`config.mk`:
```
export PLATFORM = sky130hd
export DESIGN_NAME = bicubic_stage2_top
export DESIGN_NICKNAME = d
export VERILOG_FILES = /design/src/bicubic_pkg.sv /design/src/bicubic_req_port.sv /design/src/bicubic_tap_select.sv /design/src/bicubic_mult_stage2.sv /design/src/bicubic_accumulate.sv /design/src/bicubic_stage2_top.sv
export VERILOG_INCLUDE_DIRS = /design/src
export SDC_FILE = /design/constraint.sdc
export NUM_CORES = 2
export LEC_CHECK = 0
export BUFFER_PORTS_ARGS = -buffer_cell sky130_fd_sc_hd__buf_4
export CELL_PAD_IN_SITES_DETAIL_PLACEMENT = 1
export CELL_PAD_IN_SITES_GLOBAL_PLACEMENT = 1
export CORE_MARGIN = 3
export CORE_UTILIZATION = 57
export DETAILED_ROUTE_END_ITERATION = 10
export MAX_ROUTING_LAYER = met4
export PLACE_DENSITY = 0.94
export SLEW_MARGIN = 20
export SYNTH_ARGS = -nofsm -noshare
export SYNTH_HDL_FRONTEND = slang
export SYNTH_SLANG_ARGS = --single-unit
```
`constraint.sdc`:
```
create_clock -name clk -period 14.6 [get_ports clk]
set_clock_uncertainty 0.15 [all_clocks]
set_input_delay 1.46 -clock clk [delete_from_list [all_inputs] [get_ports clk]]
set_output_delay 1.46 -clock clk [all_outputs]
set_load 0.05 [all_outputs]
```
`src/bicubic_settings.svh`:
```
`ifndef BICUBIC_SETTINGS_SVH
`define BICUBIC_SETTINGS_SVH

// Fixed-point widths of the horizontal pass
`define SAMPLE_WIDTH   24
`define PRODUCT_WIDTH  32
`define WEIGHT_WIDTH   12
`define PIXEL_WIDTH    8

`define MULT_LATENCY   2   // Register stages per multiplier, 0 to 2
`define FRAC_SHIFT     22  // Two passes of 2048-scale weights

`endif

```
`src/bicubic_pkg.sv`:
```
`include "bicubic_settings.svh"

package bicubic_pkg;

    // Index into the signed tap weight table
    typedef enum logic [2:0] {
        W_M21   = 3'd0,  // -21
        W_M135  = 3'd1,  // -135
        W_M147  = 3'd2,  // -147
        W_M225  = 3'd3,  // -225
        W_P235  = 3'd4,
        W_P873  = 3'd5,
        W_P1535 = 3'd6,
        W_P1981 = 3'd7
    } weight_code_e;

    typedef enum logic [1:0] {
        PHASE_0,
        PHASE_1,
        PHASE_2,
        PHASE_3
    } phase_e;

    typedef enum logic [1:0] {
        IDLE,
        BUSY,     // Request held, waiting for run
        RELEASE   // Waiting for req to drop
    } port_state_e;

    typedef logic [`PIXEL_WIDTH-1:0] pixel_t;

endpackage

```
`src/bicubic_req_port.sv`:
```
`timescale 1ns/1ps
`include "bicubic_settings.svh"

module bicubic_req_port (
    input  logic                            clk,
    input  logic                            rst_n,
    input  logic                            run,
    input  logic                            req,
    input  bicubic_pkg::phase_e             phase,
    input  logic signed [`SAMPLE_WIDTH-1:0] sample0,
    input  logic signed [`SAMPLE_WIDTH-1:0] sample1,
    input  logic signed [`SAMPLE_WIDTH-1:0] sample2,
    input  logic signed [`SAMPLE_WIDTH-1:0] sample3,
    output logic                            ack,
    output logic                            issue,
    output bicubic_pkg::phase_e             held_phase,
    output logic signed [`SAMPLE_WIDTH-1:0] held0,
    output logic signed [`SAMPLE_WIDTH-1:0] held1,
    output logic signed [`SAMPLE_WIDTH-1:0] held2,
    output logic signed [`SAMPLE_WIDTH-1:0] held3
);

    bicubic_pkg::port_state_e state;
    logic                     accept;

    // A stalled issue still needs the held operands, so no new capture then
    assign accept = (state == bicubic_pkg::IDLE) && req && (run || !issue);

    always_ff @(posedge clk) begin
        if (!rst_n) begin
            state <= bicubic_pkg::IDLE;
            ack   <= 1'b0;
            issue <= 1'b0;
        end else begin
            if (run) begin
                issue <= 1'b0; // Issue is a one-cycle pulse in run time
            end
            case (state)
                bicubic_pkg::IDLE: begin
                    if (accept) begin
                        if (run) begin
                            issue <= 1'b1;
                            ack   <= 1'b1;
                            state <= bicubic_pkg::RELEASE;
                        end else begin
                            state <= bicubic_pkg::BUSY;
                        end
                    end
                end
                bicubic_pkg::BUSY: begin
                    if (run) begin
                        issue <= 1'b1;
                        ack   <= 1'b1;
                        state <= bicubic_pkg::RELEASE;
                    end
                end
                bicubic_pkg::RELEASE: begin
                    if (!req) begin
                        ack   <= 1'b0; // Return-to-zero half of the handshake
                        state <= bicubic_pkg::IDLE;
                    end
                end
                default: state <= bicubic_pkg::IDLE;
            endcase
        end
    end

    always_ff @(posedge clk) begin
        if (accept) begin
            held_phase <= phase;
            held0      <= sample0;
            held1      <= sample1;
            held2      <= sample2;
            held3      <= sample3;
        end
    end

endmodule

```
`src/bicubic_tap_select.sv`:
```
`timescale 1ns/1ps

module bicubic_tap_select (
    input  bicubic_pkg::phase_e       phase,
    output bicubic_pkg::weight_code_e code0,
    output bicubic_pkg::weight_code_e code1,
    output bicubic_pkg::weight_code_e code2,
    output bicubic_pkg::weight_code_e code3
);

    // Base rows, tap0 first; each sums to 2048
    localparam bicubic_pkg::weight_code_e ROW_NEAR [4] = '{
        bicubic_pkg::W_M147, bicubic_pkg::W_P1981, bicubic_pkg::W_P235, bicubic_pkg::W_M21
    };
    localparam bicubic_pkg::weight_code_e ROW_MID [4] = '{
        bicubic_pkg::W_M135, bicubic_pkg::W_P1535, bicubic_pkg::W_P873, bicubic_pkg::W_M225
    };

    logic                      use_mid;
    logic                      mirror;
    bicubic_pkg::weight_code_e row [4];

    assign use_mid = (phase == bicubic_pkg::PHASE_1) || (phase == bicubic_pkg::PHASE_2);
    assign mirror  = (phase == bicubic_pkg::PHASE_2) || (phase == bicubic_pkg::PHASE_3);

    always_comb begin
        for (int k = 0; k < 4; k++) begin
            row[k] = use_mid ? ROW_MID[k] : ROW_NEAR[k];
        end
    end

    // Phases 2 and 3 read the base rows back to front
    assign code0 = mirror ? row[3] : row[0];
    assign code1 = mirror ? row[2] : row[1];
    assign code2 = mirror ? row[1] : row[2];
    assign code3 = mirror ? row[0] : row[3];

endmodule

```
`src/bicubic_mult_stage2.sv`:
```
`timescale 1ns/1ps
`include "bicubic_settings.svh"

module bicubic_mult_stage2 #(
    parameter int PRODUCT_WIDTH = `PRODUCT_WIDTH
) (
    input  logic                            clk,
    input  logic                            run,
    input  bicubic_pkg::weight_code_e       code,
    input  logic signed [`SAMPLE_WIDTH-1:0] sample,
    output logic signed [PRODUCT_WIDTH-1:0] product
);

    logic signed [`WEIGHT_WIDTH-1:0] weight;
    logic signed [PRODUCT_WIDTH-1:0] mult_data;

    always_comb begin
        case (code)
            bicubic_pkg::W_M21:   weight = -`WEIGHT_WIDTH'sd21;
            bicubic_pkg::W_M135:  weight = -`WEIGHT_WIDTH'sd135;
            bicubic_pkg::W_M147:  weight = -`WEIGHT_WIDTH'sd147;
            bicubic_pkg::W_M225:  weight = -`WEIGHT_WIDTH'sd225;
            bicubic_pkg::W_P235:  weight = `WEIGHT_WIDTH'sd235;
            bicubic_pkg::W_P873:  weight = `WEIGHT_WIDTH'sd873;
            bicubic_pkg::W_P1535: weight = `WEIGHT_WIDTH'sd1535;
            default:              weight = `WEIGHT_WIDTH'sd1981;
        endcase
    end

    // Both operands are signed, so they extend to the product width
    assign mult_data = sample * weight;

    generate
        if (`MULT_LATENCY == 0) begin : g_comb
            assign product = mult_data;
        end else begin : g_pipe
            logic signed [PRODUCT_WIDTH-1:0] pipe [`MULT_LATENCY];

            always_ff @(posedge clk) begin
                if (run) begin
                    pipe[0] <= mult_data;
                    for (int i = 1; i < `MULT_LATENCY; i++) begin
                        pipe[i] <= pipe[i-1];
                    end
                end
            end

            assign product = pipe[`MULT_LATENCY-1];
        end
    endgenerate

endmodule

```
`src/bicubic_accumulate.sv`:
```
`timescale 1ns/1ps
`include "bicubic_settings.svh"

module bicubic_accumulate (
    input  logic                             clk,
    input  logic                             rst_n,
    input  logic                             run,
    input  logic                             issue,
    input  logic signed [`PRODUCT_WIDTH-1:0] product0,
    input  logic signed [`PRODUCT_WIDTH-1:0] product1,
    input  logic signed [`PRODUCT_WIDTH-1:0] product2,
    input  logic signed [`PRODUCT_WIDTH-1:0] product3,
    output bicubic_pkg::pixel_t              pixel,
    output logic                             pixel_valid
);

    localparam int SUM_WIDTH = `PRODUCT_WIDTH + 2; // Room for four products
    localparam logic signed [SUM_WIDTH-1:0] ROUND     = SUM_WIDTH'(1) <<< (`FRAC_SHIFT - 1);
    localparam logic signed [SUM_WIDTH-1:0] PIXEL_MAX = SUM_WIDTH'((1 << `PIXEL_WIDTH) - 1);

    logic signed [SUM_WIDTH-1:0] sum;
    logic signed [SUM_WIDTH-1:0] scaled;
    bicubic_pkg::pixel_t         pixel_next;
    logic                        valid_aligned;

    assign sum    = SUM_WIDTH'(product0) + SUM_WIDTH'(product1)
                  + SUM_WIDTH'(product2) + SUM_WIDTH'(product3);
    assign scaled = (sum + ROUND) >>> `FRAC_SHIFT;

    always_comb begin
        if (scaled < 0) begin
            pixel_next = '0;
        end else if (scaled > PIXEL_MAX) begin
            pixel_next = '1;
        end else begin
            pixel_next = scaled[`PIXEL_WIDTH-1:0];
        end
    end

    // Valid travels alongside the multiplier stages
    generate
        if (`MULT_LATENCY == 0) begin : g_no_delay
            assign valid_aligned = issue;
        end else begin : g_delay
            logic [`MULT_LATENCY-1:0] valid_line;

            always_ff @(posedge clk) begin
                if (!rst_n) begin
                    valid_line <= '0;
                end else if (run) begin
                    valid_line <= (valid_line << 1) | `MULT_LATENCY'(issue);
                end
            end

            assign valid_aligned = valid_line[`MULT_LATENCY-1];
        end
    endgenerate

    always_ff @(posedge clk) begin
        if (!rst_n) begin
            pixel       <= '0;
            pixel_valid <= 1'b0;
        end else if (run) begin
            pixel_valid <= valid_aligned;
            if (valid_aligned) begin
                pixel <= pixel_next; // Pixel holds the last result between jobs
            end
        end
    end

endmodule

```
`src/bicubic_stage2_top.sv`:
```
`timescale 1ns/1ps
`include "bicubic_settings.svh"

module bicubic_stage2_top (
    input  logic                            clk,
    input  logic                            rst_n,
    input  logic                            run,
    input  logic                            req,
    input  bicubic_pkg::phase_e             phase,
    input  logic signed [`SAMPLE_WIDTH-1:0] sample0,
    input  logic signed [`SAMPLE_WIDTH-1:0] sample1,
    input  logic signed [`SAMPLE_WIDTH-1:0] sample2,
    input  logic signed [`SAMPLE_WIDTH-1:0] sample3,
    output logic                            ack,
    output bicubic_pkg::pixel_t             pixel,
    output logic                            pixel_valid
);

    logic                             issue;
    bicubic_pkg::phase_e              held_phase;
    logic signed [`SAMPLE_WIDTH-1:0]  held0;
    logic signed [`SAMPLE_WIDTH-1:0]  held1;
    logic signed [`SAMPLE_WIDTH-1:0]  held2;
    logic signed [`SAMPLE_WIDTH-1:0]  held3;
    bicubic_pkg::weight_code_e        code0;
    bicubic_pkg::weight_code_e        code1;
    bicubic_pkg::weight_code_e        code2;
    bicubic_pkg::weight_code_e        code3;
    logic signed [`PRODUCT_WIDTH-1:0] product0;
    logic signed [`PRODUCT_WIDTH-1:0] product1;
    logic signed [`PRODUCT_WIDTH-1:0] product2;
    logic signed [`PRODUCT_WIDTH-1:0] product3;

    bicubic_req_port u_req_port (
        .clk        (clk),
        .rst_n      (rst_n),
        .run        (run),
        .req        (req),
        .phase      (phase),
        .sample0    (sample0),
        .sample1    (sample1),
        .sample2    (sample2),
        .sample3    (sample3),
        .ack        (ack),
        .issue      (issue),
        .held_phase (held_phase),
        .held0      (held0),
        .held1      (held1),
        .held2      (held2),
        .held3      (held3)
    );

    bicubic_tap_select u_tap_select (
        .phase (held_phase),
        .code0 (code0),
        .code1 (code1),
        .code2 (code2),
        .code3 (code3)
    );

    bicubic_mult_stage2 u_mult0 (.clk(clk), .run(run), .code(code0), .sample(held0), .product(product0));
    bicubic_mult_stage2 u_mult1 (.clk(clk), .run(run), .code(code1), .sample(held1), .product(product1));
    bicubic_mult_stage2 u_mult2 (.clk(clk), .run(run), .code(code2), .sample(held2), .product(product2));
    bicubic_mult_stage2 u_mult3 (.clk(clk), .run(run), .code(code3), .sample(held3), .product(product3));

    bicubic_accumulate u_accumulate (
        .clk         (clk),
        .rst_n       (rst_n),
        .run         (run),
        .issue       (issue),
        .product0    (product0),
        .product1    (product1),
        .product2    (product2),
        .product3    (product3),
        .pixel       (pixel),
        .pixel_valid (pixel_valid)
    );

endmodule

```
# [Word level (Yosys, flattened, before mapping)]
# Memory sizes are Yosys's and may differ from the RTL's.
# Cells that the tools add are included.
[word_totals] ff_bits=113 ram_bits=256 inputBits=102 out_inout_bits=10 elab_cells=102 mem_count=4
[op_classes] addsub=4 n_mul=4 magnitude_cmp=2 eq_ne=32 mux=29 n_bitwise=1 reduce_logical=15
[mem_list] memory="u_mult0.g_pipe.pipe" depth=2 word_bits=32 read_ports=2 rd_clocked_by_memory_dff=0 write_ports=2 line_no="bicubic_mult_stage2.sv:37" source="logic signed [PRODUCT_WIDTH-1:0] pipe [`MULT_LATENCY];"
[mem_list] memory="u_mult1.g_pipe.pipe" depth=2 word_bits=32 read_ports=2 rd_clocked_by_memory_dff=0 write_ports=2 line_no="bicubic_mult_stage2.sv:37"
[mem_list] memory="u_mult2.g_pipe.pipe" depth=2 word_bits=32 read_ports=2 rd_clocked_by_memory_dff=0 write_ports=2 line_no="bicubic_mult_stage2.sv:37"
[mem_list] memory="u_mult3.g_pipe.pipe" depth=2 word_bits=32 read_ports=2 rd_clocked_by_memory_dff=0 write_ports=2 line_no="bicubic_mult_stage2.sv:37"
[op_table] cell="$pmux W12 S7" n=4
[op_table] cell="$mul A24 B12 Y32" n=4
[op_table] cell="$eq A3 B3 Y1 const B" n=12
[op_table] cell="$add A33 B32 Y34" n=1
[op_table] cell="$add A34 B23 Y34 const B" n=1
[op_table] cell="$add A34 B32 Y34" n=1
[op_table] cell="$add A32 B32 Y33" n=1
[op_table] cell="$eq A3 B2 Y1 const B" n=8
[op_table] cell="$mux W8" n=2
[op_table] cell="$eq A3 B1 Y1 const B" n=4
[op_table] cell="$gt A12 B9 Y1 const B" n=1
[op_table] cell="$logic_not A3 Y1" n=4
[op_table] cell="$lt A12 B1 Y1 const B" n=1
[op_table] cell="$mux W2" n=6
[op_table] cell="$mux W3" n=4
[op_table] cell="$mux W1" n=10
[op_table] cell="$eq A2 B2 Y1 const B" n=3
[op_table] cell="$pmux W2 S3" n=1
[op_table] cell="$reduce_and A3 Y1" n=2
[op_table] cell="$eq A2 B1 Y1 const B" n=2
[op_table] cell="$ne A2 B2 Y1 const B" n=2
[op_table] cell="$logic_or A1 B1 Y1" n=3
[op_table] cell="$pmux W1 S3" n=1
[op_table] cell="$reduce_bool A3 Y1" n=1
[op_table] cell="other kinds (7)" n=8

# [Longest topological paths before layout]
# An unclocked memory read counts as a cell.
[depth] depth_word=8 mapped_depth=29 depth_no_buf=24

# [Hierarchy]
# From an unflattened synthesis, not the netlist that was laid out.
[hier_totals] cells_unflattened=5315 area_unflattened_um2=52370.2
[by_module_without_submodules] module="bicubic_mult_stage2 at u_mult1 ..." n_inst=2 cells_per_inst=1193 area_per_inst_um2=11353.4 seq_area_each_um2=1921.8
[by_module_without_submodules] module="bicubic_mult_stage2 at u_mult3" n_inst=1 cells_per_inst=1163 area_per_inst_um2=11267.1 seq_area_each_um2=1921.8
[by_module_without_submodules] module="bicubic_mult_stage2 at u_mult0" n_inst=1 cells_per_inst=1176 area_per_inst_um2=11255.8 seq_area_each_um2=1921.8
[by_module_without_submodules] module="bicubic_accumulate" n_inst=1 cells_per_inst=451 area_per_inst_um2=3863.7 seq_area_each_um2=220.2
[by_module_without_submodules] module="bicubic_req_port" n_inst=1 cells_per_inst=117 area_per_inst_um2=3109.2 seq_area_each_um2=3022.9
[by_module_without_submodules] module="bicubic_tap_select" n_inst=1 cells_per_inst=22 area_per_inst_um2=167.7 seq_area_each_um2=0.0

# [Worst setup path after synthesis]
# No wires, ideal clock.
[synth_path] path_type="in2reg" startpoint="input port run" endpoint="register u_req_port.state[1]" setup_ns=0.115 arrival_time_ns=8.106 t_required_ns=14.335 slack_ns=6.229 stages=7 n_path_buf=1 path_cell_list="clkbuf_1 inv_1 a21oi_1 o21ai_0 nor2_1 o22ai_1 and2_1"
[synth_between] elab_chain_len=4 elab_cells_between_ends=8 cone_classes="2 x eq/ne; 3 x mux; 3 x reduce/logical"
[synth_rtl] item="start, declared" line_no="bicubic_stage2_top.sv:7" source="input logic run,"
[synth_rtl] item="$logic_or A1 B1 Y1" line_no="bicubic_req_port.sv:27" source="assign accept = (state == bicubic_pkg::IDLE) && req && (run || !issue);"
[synth_rtl] item="$logic_and A1 B1 Y1" line_no="bicubic_req_port.sv:27"
[synth_rtl] item="named net u_req_port.accept" line_no="bicubic_req_port.sv:24" source="logic accept;"
[synth_rtl] item="$ne A2 B1 Y1 (no source line)"
[synth_rtl] item="$reduce_and A3 Y1 (no source line)"
[synth_rtl] item="end signal, assigned" line_no="bicubic_req_port.sv:31" source="state <= bicubic_pkg::IDLE;"
[synth_rtl] item="end signal, assigned" line_no="bicubic_req_port.sv:44" source="state <= bicubic_pkg::RELEASE;"
[synth_rtl] item="end signal, assigned" line_no="bicubic_req_port.sv:46" source="state <= bicubic_pkg::BUSY;"
[synth_rtl] item="end, declared" line_no="bicubic_req_port.sv:23" source="bicubic_pkg::port_state_e state;"
# The timed path passes the listed nets, and every way through them passes these cells. The select of a mux whose other input is x is not followed.
# A chain may end at the register's enable or synchronous reset.

==> flow_summary_export.csv <==
group,metric,value,unit
worst_setup_path,worstPathRequired,14.86,ns
yosys,yosys-top-cells-area,"fa_1, edfxtp_1, inv_1",
drt,vias_per_cell,7.19,
cts,clock_latency,0.70,ns
run_status,status,"complete, but fails checks",
placed_design,hpwl,125000,µm
timing,layout_setup_ws,3.50,ns
drt,ant_nets,0,
layout,fillCellCount,8402,
cts,htree_levels,2,
global_route,antenna_found_initial,28,
yosys,synth_edf_count,354,
die,io_pins,112,
layout,drive_gt1_share,4.91,%
layout,nets,5787,
global_route,grt_max_degree,86,
timing,worst_slew_pin_slew,1.87,ns
cts,cts_tree,"yes",
min_path,min_path_type,"reg -> reg",
worst_setup_path,cp.arrival,11.36,ns
layout,multi_input_area,0.0314,mm²
global_route,grt-ovfl-total,0,
drt,wl_per_cell,41.2,µm
drt,post-route-drc-count,0,
layout,area_growth,7.82,%
run_status,violations,"capacitance limit, slew limit",
cts,cts_buffers,44,
drt,initialDrtViolationCount,6697,
yosys,synthCells,4273,
run,cap_viol_max_count,1,
cts,cts_sinks,369,
yosys,synth_top_area_share,40.4,%
cts,ctsResizeCount,0,
drt,vias,39700,
yosys,async_flop_share,0,%
placed_design,portBuffers,111,
worst_setup_path,cp-start-kind,"flip-flop",
timing,fin_crit_sh,76.1,%
drt,firstDrtPassIters,9,
yosys,yosys.area.top_type,"fa_1",
die,die_h,293,µm
timing,setup_viol,0,
placed_design,place_inst,5398,
worst_setup_path,crit_fanout,61,
timing,period_needed,11.10,ns
die,dieArea,0.0860,mm²
yosys,ys_types,69,
yosys,netlist_area,0.0471,mm²
drt,finalWirelength,227000,µm
timing,drv_slew,2,
cts,clkSlewWorstSetupHoldPaths,0.09,ns
die,initial_utilization,58.0,%
cts,cts-root-buf,"clkbuf_16",
timing,slew_headroom,-24.9,%
yosys,synthTopCellsByCount,"inv_1, fa_1, edfxtp_1",
timing,rsz0062_at_grt,"false",
worst_setup_path,endpoint_kind,"flip-flop",
yosys,synth-seq-cells,369,
placed_design,dp_slack,5.26,ns
worst_setup_path,path_class,"reg -> reg",
yosys,ys.flop_type,"edfxtp_1",
timing,hold_violations,0,
cts,clk_path_buf_depth,3,
cts,postCtsHoldBufs,0,
global_route,gr-usage-all-layers,46.7,%
yosys,yosys_warnings,0,
global_route,grt_pass1_vias,43100,
layout,instances_no_fill,5521,
die,dieWidth,293,µm
layout,ff_latch_area,0.0109,mm²
yosys,ys_seq_area_share,23.2,%
timing,setup_tns,0,ns
cts,cts_setup_buffers,0,
global_route,grt_pass1_wl,282000,µm
placed_design,gp_congestion,0.900,
yosys,synth.most_common_cell,"inv_1",
die,core_area,0.0812,mm²
yosys,syn_avg_cell_area,11.0,µm²
die,rows,104,
timing,max_freq,0.0901,GHz
## routing by layer
| layer | track usage, % | routed length, µm |
|---|---|---|
| met3 | 15.0 | 37300 |
| met5 | - | 0 |
| met4 | 41.7 | 30900 |
| met2 | 72.5 | 95200 |
| met1 | 47.4 | 64000 |
## logic make-up (layout without fill, tap and decap cells)
logic type	Yosys count	count (layout)	share of synthesized area [%]
AO/OA/AOI/OAI	324	324	4.48
XOR/XNOR	140	140	2.61
adder cells (fa/ha/maj)	1301	1301	49.7
buffers and inverters	1279	1422	10.2
flip-flops	369	369	23.2
multiplexers	3	3	0.0638
other	1	46	0.00797
AND/OR/NAND/NOR	856	856	9.67
## critical path, cell delays in order, from the launching register on
cell and delay, ns:
edfxtp_1 0.48, inv_1 0.24, ha_2 0.57, xnor2_4 0.86
buf_4 0.70, buf_4 0.85, nor2_1 0.25, fa_1 0.58
ha_1 0.36, inv_1 0.24, fa_1 0.69, inv_1 0.10
fa_1 0.58, inv_1 0.23, fa_1 0.89, inv_1 0.12
ha_1 0.42, nand2_1 0.17, nor2_1 0.06, a211oi_1 0.50
o2111ai_1 0.51, nand3_1 0.35, nand2_1 0.18, o21ai_0 0.23
nor2b_1 0.25, xnor2_1 0.16
## registers in the layout, indices dropped and copies added, names as in the netlist
register and flops:
u_mult1.g_pipe.pipe 64, u_req_port.issue 1, u_mult3.g_pipe.pipe 64, u_accumulate.pixel 8, u_req_port.ack 1, u_req_port.held1 24, u_req_port.held_phase 2, u_req_port.held2 24
u_mult0.g_pipe.pipe 64, u_req_port.held3 24, u_mult2.g_pipe.pipe 64, u_req_port.held0 24, u_accumulate.g_delay.valid_line 2, u_req_port.state 2, u_accumulate.pixel_valid 1
## path summary, 6_finish.rpt
path	start	to	slack, ns	cells past startpoint
min reg2reg	u_mult0.g_pipe.pipe[0][1]	u_mult0.g_pipe.pipe[0][33]	0.27	0
max	u_req_port.held_phase[0]	u_mult0.g_pipe.pipe[0][27]	3.50	25
max reg2reg	u_req_port.held_phase[0]	u_mult0.g_pipe.pipe[0][27]	3.50	25
min	u_mult0.g_pipe.pipe[0][1]	u_mult0.g_pipe.pipe[0][33]	0.27	0
## area by class of cell
type / instances / area share, %
multi-input combinational: 2626 / 61.8
sequential: 369 / 21.5
inverter: 1216 / 9.00
tap: 1060 / 2.61
clock buffer: 54 / 2.26
timing repair buffer: 127 / 1.91
clock inverter: 25 / 0.614
antenna: 44 / 0.217
## metrics by stage
step                util (%)  area, µm²  hold WS (ns)
global route            62.5      50700         0.287
CTS                     62.3      50600         0.269
detailed placement      60.5      49100         0.256
floorplan                  -      47100         0.250
global placement        60.5      49100         0.251
finish                  62.5      50700         0.270
## cell usage in the layout (no fill, tap or decap), drive strengths merged, types with 6 or more instances in the layout
cell	Yosys	routed
or3	12	12
nand3	29	29
o31ai	7	7
o211ai	11	11
clkinv	0	14
inv	1216	1221
nor2b	120	120
nor2	166	166
ha	351	351
nand2b	184	184
a21oi	95	95
dfxtp	15	15
buf	5	127
diode	0	44
edfxtp	354	354
o21ai	63	63
and2	114	114
and3	20	20
xnor2	114	114
a31oi	9	9
clkbuf	58	54
nor3	29	29
xor2	26	26
o21bai	18	18
or2	8	8
bufinv	0	6
a21o	33	33
fa	950	950
a211oi	18	18
o21a	21	21
nand2	142	142
nand4	11	11
Power is not shown: default switching activity piles up to over one toggle a cycle in this logic, so the estimate is an artifact.
